`src/design/board_consts.svh`:
```
`ifndef BOARD_CONSTS_SVH
`define BOARD_CONSTS_SVH

// debounce length in clk_cpu cycles
// a raw input must hold its new level this long
// short value for simulation, board build wants thousands
`define JITTER_MAX 4

// cycles sys_rst stays high after rst_i falls
`define RST_STRETCH 16

// clk_cpu cycles per uart bit
`define UART_DIV 16

// clk_cpu cycles per half period of the display serial clock
`define DISP_DIV 2

`endif

```
`src/design/board_pkg.sv`:
```
package board_pkg;

	// data byte on both uart links
	typedef logic [7:0] byte_t;

	// board inputs
	typedef logic [15:0] switch_t;
	typedef logic [3:0] btn_t;

	// display words
	typedef logic [31:0] disp_word_t;
	typedef logic [15:0] led_word_t;

	// conditioned user inputs, switches in the upper bits
	typedef struct packed {
		switch_t sw;
		btn_t btn;
	} ui_in_t;

	// one display frame, segment data then led word
	typedef struct packed {
		disp_word_t data;
		led_word_t led;
	} disp_t;

	typedef enum logic [2:0] {tx_idle, tx_start, tx_data, tx_stop, tx_done} tx_state_t;
	typedef enum logic [2:0] {rx_idle, rx_start, rx_data, rx_stop, rx_done} rx_state_t;
	typedef enum logic [1:0] {disp_clear, disp_shift, disp_gap} disp_state_t;

endpackage

```
`src/design/uart_rx.sv`:
```
`timescale 1ns/1ps
`include "board_consts.svh"

module uart_rx (
	input  logic             clk_cpu,
	input  logic             rst_i,
	input  logic             uart_rx_i,
	output logic             rx_req_o,
	output board_pkg::byte_t rx_byte_o,
	input  logic             rx_ack_i,
	output logic             frame_err_o
);
	import board_pkg::*;

	localparam int BW = $clog2(`UART_DIV);
	localparam logic [BW-1:0] BIT_END = BW'(`UART_DIV - 1);
	localparam logic [BW-1:0] HALF_END = BW'(`UART_DIV / 2 - 1);

	rx_state_t state;
	logic [1:0] sync_q;
	logic rx_s;
	logic [BW-1:0] baud_cnt;
	logic [2:0] bit_idx;
	byte_t shreg;
	byte_t byte_q;
	logic req_q;
	logic ferr_q;
	logic bit_done;
	logic stop_good;
	logic stop_bad;

	// two-flop synchronizer, line idles high
	always_ff @(posedge clk_cpu) begin
		if (rst_i) begin
			sync_q <= 2'b11;
		end else begin
			sync_q <= {sync_q[0], uart_rx_i};
		end
	end

	assign rx_s = sync_q[1];
	assign bit_done = (baud_cnt == BIT_END);
	// middle of the stop bit
	assign stop_good = (state == rx_stop) && bit_done && rx_s;
	assign stop_bad = (state == rx_stop) && bit_done && !rx_s;

	always_ff @(posedge clk_cpu) begin
		if (rst_i) begin
			state <= rx_idle;
			baud_cnt <= '0;
			bit_idx <= '0;
		end else begin
			case (state)
				rx_idle: begin
					baud_cnt <= '0;
					if (!rx_s) begin
						state <= rx_start;
					end
				end
				rx_start: begin
					// half-bit wait to land in the middle of the start bit
					if (baud_cnt == HALF_END) begin
						baud_cnt <= '0;
						bit_idx <= '0;
						// a short glitch is not a start bit
						state <= rx_s ? rx_idle : rx_data;
					end else begin
						baud_cnt <= baud_cnt + 1'b1;
					end
				end
				rx_data: begin
					if (bit_done) begin
						baud_cnt <= '0;
						bit_idx <= bit_idx + 1'b1;
						if (bit_idx == 3'd7) begin
							state <= rx_stop;
						end
					end else begin
						baud_cnt <= baud_cnt + 1'b1;
					end
				end
				rx_stop: begin
					if (bit_done) begin
						baud_cnt <= '0;
						state <= rx_done;
					end else begin
						baud_cnt <= baud_cnt + 1'b1;
					end
				end
				rx_done: begin
					// wait for an idle line after a low stop bit
					if (rx_s) begin
						state <= rx_idle;
					end
				end
				default: state <= rx_idle;
			endcase
		end
	end

	// sample shifter, lsb arrives first
	always_ff @(posedge clk_cpu) begin
		if (state == rx_data && bit_done) begin
			shreg <= {rx_s, shreg[7:1]};
		end
		// overrun: a byte finishing during an open request overwrites this one
		if (stop_good) begin
			byte_q <= shreg;
		end
	end

	// request side of the four-phase link
	// while ack is still high a new byte gets no request of its own
	always_ff @(posedge clk_cpu) begin
		if (rst_i) begin
			req_q <= 1'b0;
			ferr_q <= 1'b0;
		end else begin
			ferr_q <= stop_bad;
			if (stop_good && !rx_ack_i) begin
				req_q <= 1'b1;
			end else if (rx_ack_i) begin
				req_q <= 1'b0;
			end
		end
	end

	assign rx_req_o = req_q;
	assign rx_byte_o = byte_q;
	assign frame_err_o = ferr_q;

endmodule

```
`config.mk`:
```
export PLATFORM = sky130hd
export DESIGN_NAME = uart_rx
export DESIGN_NICKNAME = d
export VERILOG_FILES = /design/src/design/board_pkg.sv /design/src/design/uart_rx.sv
export VERILOG_INCLUDE_DIRS = /design/src /design/src/design
export SDC_FILE = /design/constraint.sdc
export NUM_CORES = 1
export LEC_CHECK = 0
export BUFFER_PORTS_ARGS = -buffer_cell sky130_fd_sc_hd__buf_2
export CORE_MARGIN = 5
export CORE_UTILIZATION = 55
export CTS_CLUSTER_SIZE = 40
export DETAILED_ROUTE_END_ITERATION = 8
export PLACE_DENSITY_LB_ADDON = 0.05
export SETUP_SLACK_MARGIN = 0.5
export SYNTH_ARGS = -nofsm -noshare
export SYNTH_HDL_FRONTEND = slang
export SYNTH_SLANG_ARGS = --single-unit
```
`constraint.sdc`:
```
create_clock -name clk_cpu -period 2.58 [get_ports clk_cpu]
set_clock_uncertainty 0.15 [all_clocks]
set_input_delay 0.258 -clock clk_cpu [delete_from_list [all_inputs] [get_ports clk_cpu]]
set_output_delay 0.258 -clock clk_cpu [all_outputs]
set_load 0.02 [all_outputs]
```
## Word-level counts from Yosys, hierarchy flattened

Index checks and enable logic that the tools add are counted.

- Flip-flop bits (word level): 30

- $add $sub $neg: 2
- Equal/unequal tests: 13
- Muxes and demuxes: 16
- Reductions and logical operators: 14

Operators with widths:

| operator | count |
|---|---|
| $mux 3 | 8 |
| $pmux 3 s5 | 1 |
| $ne 2x2->1 const B | 6 |
| $pmux 4 s3 | 1 |
| $mux 4 | 2 |
| $eq 3x2->1 const B | 2 |
| $eq 3x3->1 const B | 2 |
| $pmux 3 s2 | 1 |
| $reduce_and 6->1 | 1 |
| $logic_and 1x1->1 | 5 |
| $add 4x1->4 const B | 1 |
| $eq 4x3->1 const B | 1 |
| $eq 4x4->1 const B | 1 |
| $reduce_bool 2->1 | 2 |
| $add 3x1->3 const B | 1 |
| $eq 3x1->1 const B | 1 |
| $logic_not 3->1 | 1 |
| $reduce_and 3->1 | 1 |
| $reduce_bool 3->1 | 1 |
| $logic_not 1->1 | 2 |
| $mux 1 | 2 |
| $mux 2 | 1 |
| $reduce_or 2->1 | 1 |

## Longest topological paths before layout

Gate-level depths: netlist of the first run.

- Depth in word-level cells: 5
- Gate-level depth with buffers: 5

## Least setup slack after synthesis of the first run

No wires, ideal clock.

- Kind: reg2reg
- Start point: reg baud_cnt[0]
- End point: reg byte_q[0] (netlist: rx_byte_o[0]) (enable)
- Setup time: 385 ps
- Data arrival time: 1,695 ps
- Data required time: 2,045 ps
- Slack: 350 ps
- Stages on the path, launching flop included: 6
- Buffers on the path: 1
- Clock period less this slack: 2,230 ps
- Path through: dfxtp_1 ha_1 and4_2 buf_2 nand2_1 nor3b_1

- Longest elaborated chain between the ends: 3

Ends and longest elaborated chain:

| element | RTL line | text |
|---|---|---|
| from (decl) | uart_rx.sv:22 | `logic [BW-1:0] baud_cnt;` |
| from (signal assigned) | uart_rx.sv:68 | `baud_cnt <= baud_cnt + 1'b1;` |
| from (signal assigned) | uart_rx.sv:79 | `baud_cnt <= baud_cnt + 1'b1;` |
| from (signal assigned) | uart_rx.sv:87 | `baud_cnt <= baud_cnt + 1'b1;` |
| $eq 4x4->1 | uart_rx.sv:42 | `assign bit_done = (baud_cnt == BIT_END);` |
| $logic_and 1x1->1 (2 in series) | uart_rx.sv:44 | `assign stop_good = (state == rx_stop) && bit_done && rx_s;` |
| via stop_good | uart_rx.sv:29 | `logic stop_good;` |
| to (signal assigned) | uart_rx.sv:108 | `byte_q <= shreg;` |
| to (decl) | uart_rx.sv:25 | `byte_t byte_q;` |

The timed path passes the listed nets, and every way through them passes these cells.
A chain may end at the register's enable or synchronous reset.

## Worst setup path after layout of the first run

- Start point: reg baud_cnt[0]
- End point: reg byte_q[6] (netlist: rx_byte_o[6]) (enable)

The elaborated chain is that of the path after synthesis.

==> run_results.csv, run 1 <==
group,metric,value,unit
worst_setup_path,cp_top_family,"simple AND/OR/NAND/NOR gates",
die,core_area,2148,sq um
power_and_ir_drop,combPwrFrac,2.3,%
cells_and_area,drive_above_1_share,25.22,%
drt,wl,1986,um
worst_setup_path,endpoint_kind,"flop",
sta,maxSlewHeadroom,63.40,%
power_and_ir_drop,p_leak,0.4933,nW
drt,first_iter_violations,13,
synth,synth_area_per_cell,12.21,sq um
clocking,clock_latency,0.32,ns
drt,wl_per_cell,13.89,um
sta,final-max-slew-violation-count,0,
die,chipWidth,56.88,um
synth,syn_area,1209,sq um
synth,syn_nets,106,
worst_setup_path,r2r-end,"rx_byte_o[6]",
sta,fmax,528.2,MHz
power_and_ir_drop,clock_power_share,32.3,%
drt,antenna_left,0,
die,die-area,3235,sq um
grt,grt_use_total,14.14,%
clocking,clkTransAtPathRegs,0.09,ns
synth,yosysMostFrequentCell,"edfxtp_1",
die,start_util,56.26,%
worst_setup_path,path_class,"flop to flop",
synth,synth_top_cell_by_area,"edfxtp_1",
worst_setup_path,critPathLaunch,"baud_cnt[0]",
worst_setup_path,r2r_cells,5,
placement,io_buffers,13,
die,ioPinCount,14,
synth,synth_commonest_cells,"16 x edfxtp_1, 14 x dfxtp_1, 6 x nand2_1",
sta,tns,0,ns
sta,whs,0.1459,ns
drt,dr_total_vias,785,
synth,synth_seq_cells,30,
worst_setup_path,worstPathCellList,"ha_1, and4_2, nand2_1, nor3b_4, buf_4",
power_and_ir_drop,pwr_density_cell,571.3,nW/um^2
clocking,cts-htree-levels,2,
worst_setup_path,slowest_stage,"dfxtp_1",
synth,synth_area_leaders,"edfxtp_1 40%, dfxtp_1 23%, ha_1 3.1%",
worst_setup_path,r2r-start,"baud_cnt[0]",
worst_setup_path,crit_buf_inv,1,
power_and_ir_drop,peakVddDrop,0.4261,mV
worst_setup_path,cp.required,2.48,ns
grt,grt_max_degree,19,
synth,synth_top_area_share,39.75,%
worst_setup_path,startpoint_type,"flop",
synth,synth_ff_type,"edfxtp_1",
sta,grt_setup_unrepaired,"false",
clocking,clockRootBuffer,"clkbuf_4",
sta,max_slew.worst_pin.slew,0.5483,ns
synth,synth_edf_count,16,
synth,async_reset_ff_share,0,%
sta,final_hold_viol_count,0,
placement,dpl.hpwl,1299,um
job,maxCapViolations,0,
sta,post-route-period-util,73.38,%
power_and_ir_drop,intPower,0.6065,mW
placement,gp_routability_congestion,0.7741,
power_and_ir_drop,p_seq_share,65.4,%
clocking,cts_buffers,5,
clocking,cts_tree,"yes",
worst_setup_path,path_max_fanout,7,
worst_setup_path,ff2ff_setup_slack,0.69,ns
drt,drc,0,
cells_and_area,nets,122,
clocking,cts.sinks,30,
sta,fin_crit,1.893,ns
die,die_h,56.88,um
synth,postSynthCellCount,99,
run_status,status,"finished clean",
drt,via_per_inst,5.490,
worst_setup_path,worst-path-stages,5,
clocking,cts.path.max_buffers,2,
drt,firstDrtPassIters,4,
cells_and_area,fillers,184,
synth,synth-seq-area-share,62.94,%
sta,finalSetupViolCount,0,
die,rows,17,
grt,antenna_found_initial,0,
synth,yosysWarnings,0,
grt,grt-ovfl-total,0,
hold_path,min_path_type,"primary input to flop",
power_and_ir_drop,swShare,21.28,%
grt,grt_first_pass_wirelength,3436,um
cells_and_area,syn2layout_area_growth,11.59,%
worst_setup_path,slowest_delay,0.37,ns
worst_setup_path,crit_path_end,"rx_byte_o[6]",
power_and_ir_drop,p_sw,0.1640,mW
worst_setup_path,arrival,1.79,ns
grt,grt_pass1_vias,769,
synth,ys_types,35,
cells_and_area,diodes,0,
## routing by layer
| layer | global-route usage, % | wire length [um] | up-vias |
|---|---|---|---|
| li1 | - | - | 394 |
| met3 | 4.828 | 92 | 6 |
| met2 | 20.72 | 921 | 16 |
| met5 | 0 | 0 | - |
| met1 | 17.61 | 923 | 369 |
| met4 | 8.940 | 48 | 0 |
## cell families (layout without fill, tap and decap cells)
family,count (synthesis),after routing,share of synthesized area (%)
buffers and inverters,13,29,6.003
adder cells (fa/ha/maj),3,3,3.106
XOR/XNOR,1,1,0.7248
AO/OA/AOI/OAI,16,16,9.525
flip-flops,30,30,62.94
AND/OR/NAND/NOR,36,36,17.70
## cells in the final DEF, fill, tap and decap left out, types with 4 or more instances in the layout
master,count
clkbuf_4,5
buf_2,13
nor2_1,5
nand2_1,6
dfxtp_1,14
a21oi_1,4
edfxtp_1,16
inv_1,5
## power by group through the flow
stage / registers [mW] / clock network, mW / logic, mW
after floorplan: 0.512 / 0 / 0.0136
after global placement: 0.515 / 0 / 0.0144
after detailed placement: 0.515 / 0 / 0.0150
after CTS: 0.504 / 0.256 / 0.0177
after global routing: 0.505 / 0.280 / 0.0197
final: 0.504 / 0.249 / 0.0177
## flip-flops by register name (all words and copies together) (netlist names)
name,count
rx_byte_o,8
shreg,8
baud_cnt,4
bit_idx,3
state,3
sync_q,2
frame_err_o,1
rx_req_o,1
## final cells by class
class	instances	area, sq um	area share, %
clock inverter	2	10.01	0.7421
tap	28	35.03	2.597
inverter	5	18.77	1.391
multi-input combinational	56	386.6	28.66
sequential	30	760.7	56.40
timing repair buffer	17	100.1	7.421
clock buffer	5	37.54	2.783
## worst reg2reg max path, stage by stage (launching register included)
cell and delay, ns:
dfxtp_1 0.37, ha_1 0.27, and4_2 0.32, nand2_1 0.12, nor3b_4 0.21, buf_4 0.17
## worst min path at each step
stage / startpoint / to / slack, ns / depth (start not counted)
floorplan: rx_ack_i / rx_req_o / 0.19 / 1
global placement: sync_q[0] / sync_q[1] / 0.25 / 1
detailed placement: sync_q[0] / sync_q[1] / 0.25 / 1
CTS: rst_i / state[2] / 0.13 / 2
global route: rst_i / state[2] / 0.15 / 2
finish: rst_i / state[2] / 0.15 / 2
## timing repair
| item | in CTS | in global routing |
|---|---|---|
| resized for setup | 1 | 0 |
| hold endpoints to repair | 2 | 0 |
| setup endpoints to repair | 8 | 8 |
| gates cloned | 0 | 0 |
| hold buffers | 2 | 0 |
| pin swaps | 0 | 1 |
| buffers inserted | 0 | 2 |
## metrics by stage
stage | worst slack [ns] | instances | util (%) | total power, mW | instance area [sq um]
3_5_place_dp | 0.4570 | 132 | 58.65 | 0.5299 | 1260
4_1_cts | 0.5675 | 141 | 62.09 | 0.7772 | 1334
5_1_grt | 0.5548 | 143 | 62.78 | 0.8049 | 1349
3_3_place_gp | 0.5046 | 132 | 58.65 | 0.5291 | 1260
2_1_floorplan | 0.6183 | 99 | - | 0.5260 | 1214
6_report | 0.6869 | 143 | 62.78 | 0.7705 | 1349
(Power assumes the default switching activity.)
==> run 2, diff against run 1 <==
==> constraint.sdc (replaced) <==
create_clock -name clk_cpu -period 1.8 [get_ports clk_cpu]
set_clock_uncertainty 0.15 [all_clocks]
set_input_delay 0.18 -clock clk_cpu [delete_from_list [all_inputs] [get_ports clk_cpu]]
set_output_delay 0.18 -clock clk_cpu [all_outputs]
set_load 0.02 [all_outputs]
==> run 2 against run 1 <==
Critical path depth unchanged. Highest routed layer unchanged. Critical path type unchanged. Final area rose by 21%. Critical endpoint is now rx_byte_o[2]. Global-route usage grew 1.6 points. Die area unchanged. Worst hold slack got worse by 0.022 ns. Via count grew 13%. Clock-buffer cell count is 1 higher.
==> run_results.csv, run 2 (synthesized netlist as in run 1, its figures left out) <==
group,metric,value,unit
run_status,status,"finished clean",
grt,antenna_found_initial,0,
drt,dr_total_vias,890,
hold_path,min_path_type,"primary input to flop",
clocking,cts-htree-levels,2,
clocking,cts.path.max_buffers,2,
cells_and_area,drive_above_1_share,48.85,%
worst_setup_path,r2r-start,"baud_cnt[0]",
drt,firstDrtPassIters,4,
worst_setup_path,endpoint_kind,"flop",
clocking,cts_tree,"yes",
sta,fmax,648.8,MHz
grt,grt_max_degree,17,
sta,maxSlewHeadroom,79.70,%
cells_and_area,layout_common_cells,"16 x edfxtp_1, 15 x buf_4, 13 x buf_2",
power_and_ir_drop,clock_power_share,48.0,%
worst_setup_path,arrival,1.42,ns
cells_and_area,fillers,132,
grt,grt_first_pass_wirelength,3822,um
sta,final_hold_viol_count,0,
power_and_ir_drop,p_total,1.460,mW
power_and_ir_drop,swShare,17.43,%
placement,gp_routability_congestion,0.7933,
job,maxCapViolations,0,
cells_and_area,post-route-util,76.00,%
die,die-area,3235,sq um
power_and_ir_drop,p_sw,0.2545,mW
placement,io_buffers,13,
die,start_util,56.26,%
drt,via_per_inst,5.597,
worst_setup_path,ff2ff_setup_slack,0.26,ns
drt,antenna_left,0,
worst_setup_path,crit_path_end,"rx_byte_o[2]",
cells_and_area,diodes,0,
power_and_ir_drop,p_seq_share,49.3,%
drt,wl,2349,um
worst_setup_path,cp.required,1.68,ns
sta,fin_crit,1.541,ns
cells_and_area,syn2layout_area_growth,35.09,%
sta,finalSetupViolCount,0,
drt,drc,0,
grt,grt_pass1_vias,861,
drt,first_iter_violations,29,
drt,wl_per_cell,14.77,um
die,core_area,2148,sq um
cells_and_area,nets,137,
die,chipWidth,56.88,um
placement,dpl.hpwl,1382,um
worst_setup_path,startpoint_type,"flop",
grt,grt_use_total,15.77,%
worst_setup_path,r2r_cells,5,
cells_and_area,layout_commonest_cell,"edfxtp_1",
die,die_h,56.88,um
clocking,cts_buffers,5,
sta,post-route-period-util,85.63,%
clocking,clock_latency,0.32,ns
clocking,cts.sinks,30,
power_and_ir_drop,intPower,1.205,mW
power_and_ir_drop,peakVddDrop,0.8668,mV
worst_setup_path,r2r-end,"rx_byte_o[2]",
sta,max_slew.worst_pin.slew,0.3040,ns
grt,grt-ovfl-total,0,
die,rows,17,
sta,final-max-slew-violation-count,0,
power_and_ir_drop,p_leak,0.6287,nW
worst_setup_path,path_class,"flop to flop",
clocking,clockRootBuffer,"clkbuf_4",
sta,tns,0,ns
die,ioPinCount,14,
hold_path,whs_path_depth,3,
power_and_ir_drop,pwr_density_cell,893.9,nW/um^2
power_and_ir_drop,combPwrFrac,2.7,%
clocking,clkTransAtPathRegs,0.11,ns
worst_setup_path,path_max_fanout,8,
sta,grt_setup_unrepaired,"true",
worst_setup_path,critPathLaunch,"baud_cnt[0]",
==> run 2: cell types whose count changed in the layout (fill, tap and decap cells not counted), moves of 3 or more <==
cell,previous run,this run
dfxtp_1,14,7
dfxtp_2,0,5
buf_4,2,15
a211oi_1,3,0
==> run 2: critical path, stage by stage (launching register included) <==
cell     delay, ns
dfxtp_2       0.37
ha_4          0.15
and4_4        0.22
nand2_4       0.06
nor3b_4       0.17
buf_6         0.16
==> run 2: power groups by stage <==
stage	clock network (mW)	registers (mW)	logic, mW
floorplan	0	0.735	0.0214
global placement	0	0.737	0.0274
detailed placement	0	0.737	0.0276
CTS	0.711	0.722	0.0337
global route	0.754	0.720	0.0428
finish	0.700	0.720	0.0396
==> run 2: timing repair <==
action / CTS / global route
hold endpoints to repair: 2 / 0
resized for setup: 10 / 14
pin swaps: 4 / 7
setup endpoints to repair: 24 / 27
hold buffers: 2 / 0
setup buffers: 7 / 4
==> run 2: per-layer routing <==
layer | share of wire [%] | vias to the layer above | GRT usage (%)
li1 | - | 429 | -
met1 | 45 | 440 | 18.24
met2 | 49 | 17 | 24.63
met3 | 4.6 | 4 | 7.816
met4 | 1.3 | 0 | 6.623
met5 | 0 | - | 0
==> run 2: how the worst min path moves through the flow <==
stage                        start          end  slack, ns
after global routing         rst_i     state[1]       0.12
after global placement    rx_ack_i     rx_req_o       0.20
after detailed placement  rx_ack_i     rx_req_o       0.20
final                        rst_i     state[1]       0.12
after floorplan           rx_ack_i     rx_req_o       0.11
after CTS                    rst_i  baud_cnt[2]       0.11
==> run 2: stage by stage <==
| step | instance area, sq um | cells | hold WS (ns) | setup slack, ns |
|---|---|---|---|---|
| 2_1_floorplan | 1254 | 99 | 0.1093 | 0.1362 |
| 6_report | 1633 | 159 | 0.1240 | 0.2587 |
| 3_5_place_dp | 1335 | 138 | 0.2039 | 0.1667 |
| 4_1_cts | 1554 | 155 | 0.1144 | 0.2629 |
| 5_1_grt | 1633 | 159 | 0.1160 | 0.1831 |
| 3_3_place_gp | 1335 | 138 | 0.1977 | 0.1910 |
==> run 2: cell type report <==
class / instances / area, sq um / share of cell area, %
multi-input cells: 56 / 465.4 / 28.51
flip-flops and latches: 30 / 774.5 / 47.43
clock inverters: 2 / 60.06 / 3.678
well taps: 28 / 35.03 / 2.146
repair buffers: 32 / 220.2 / 13.49
inverters: 5 / 26.28 / 1.609
clock buffers: 6 / 51.30 / 3.142
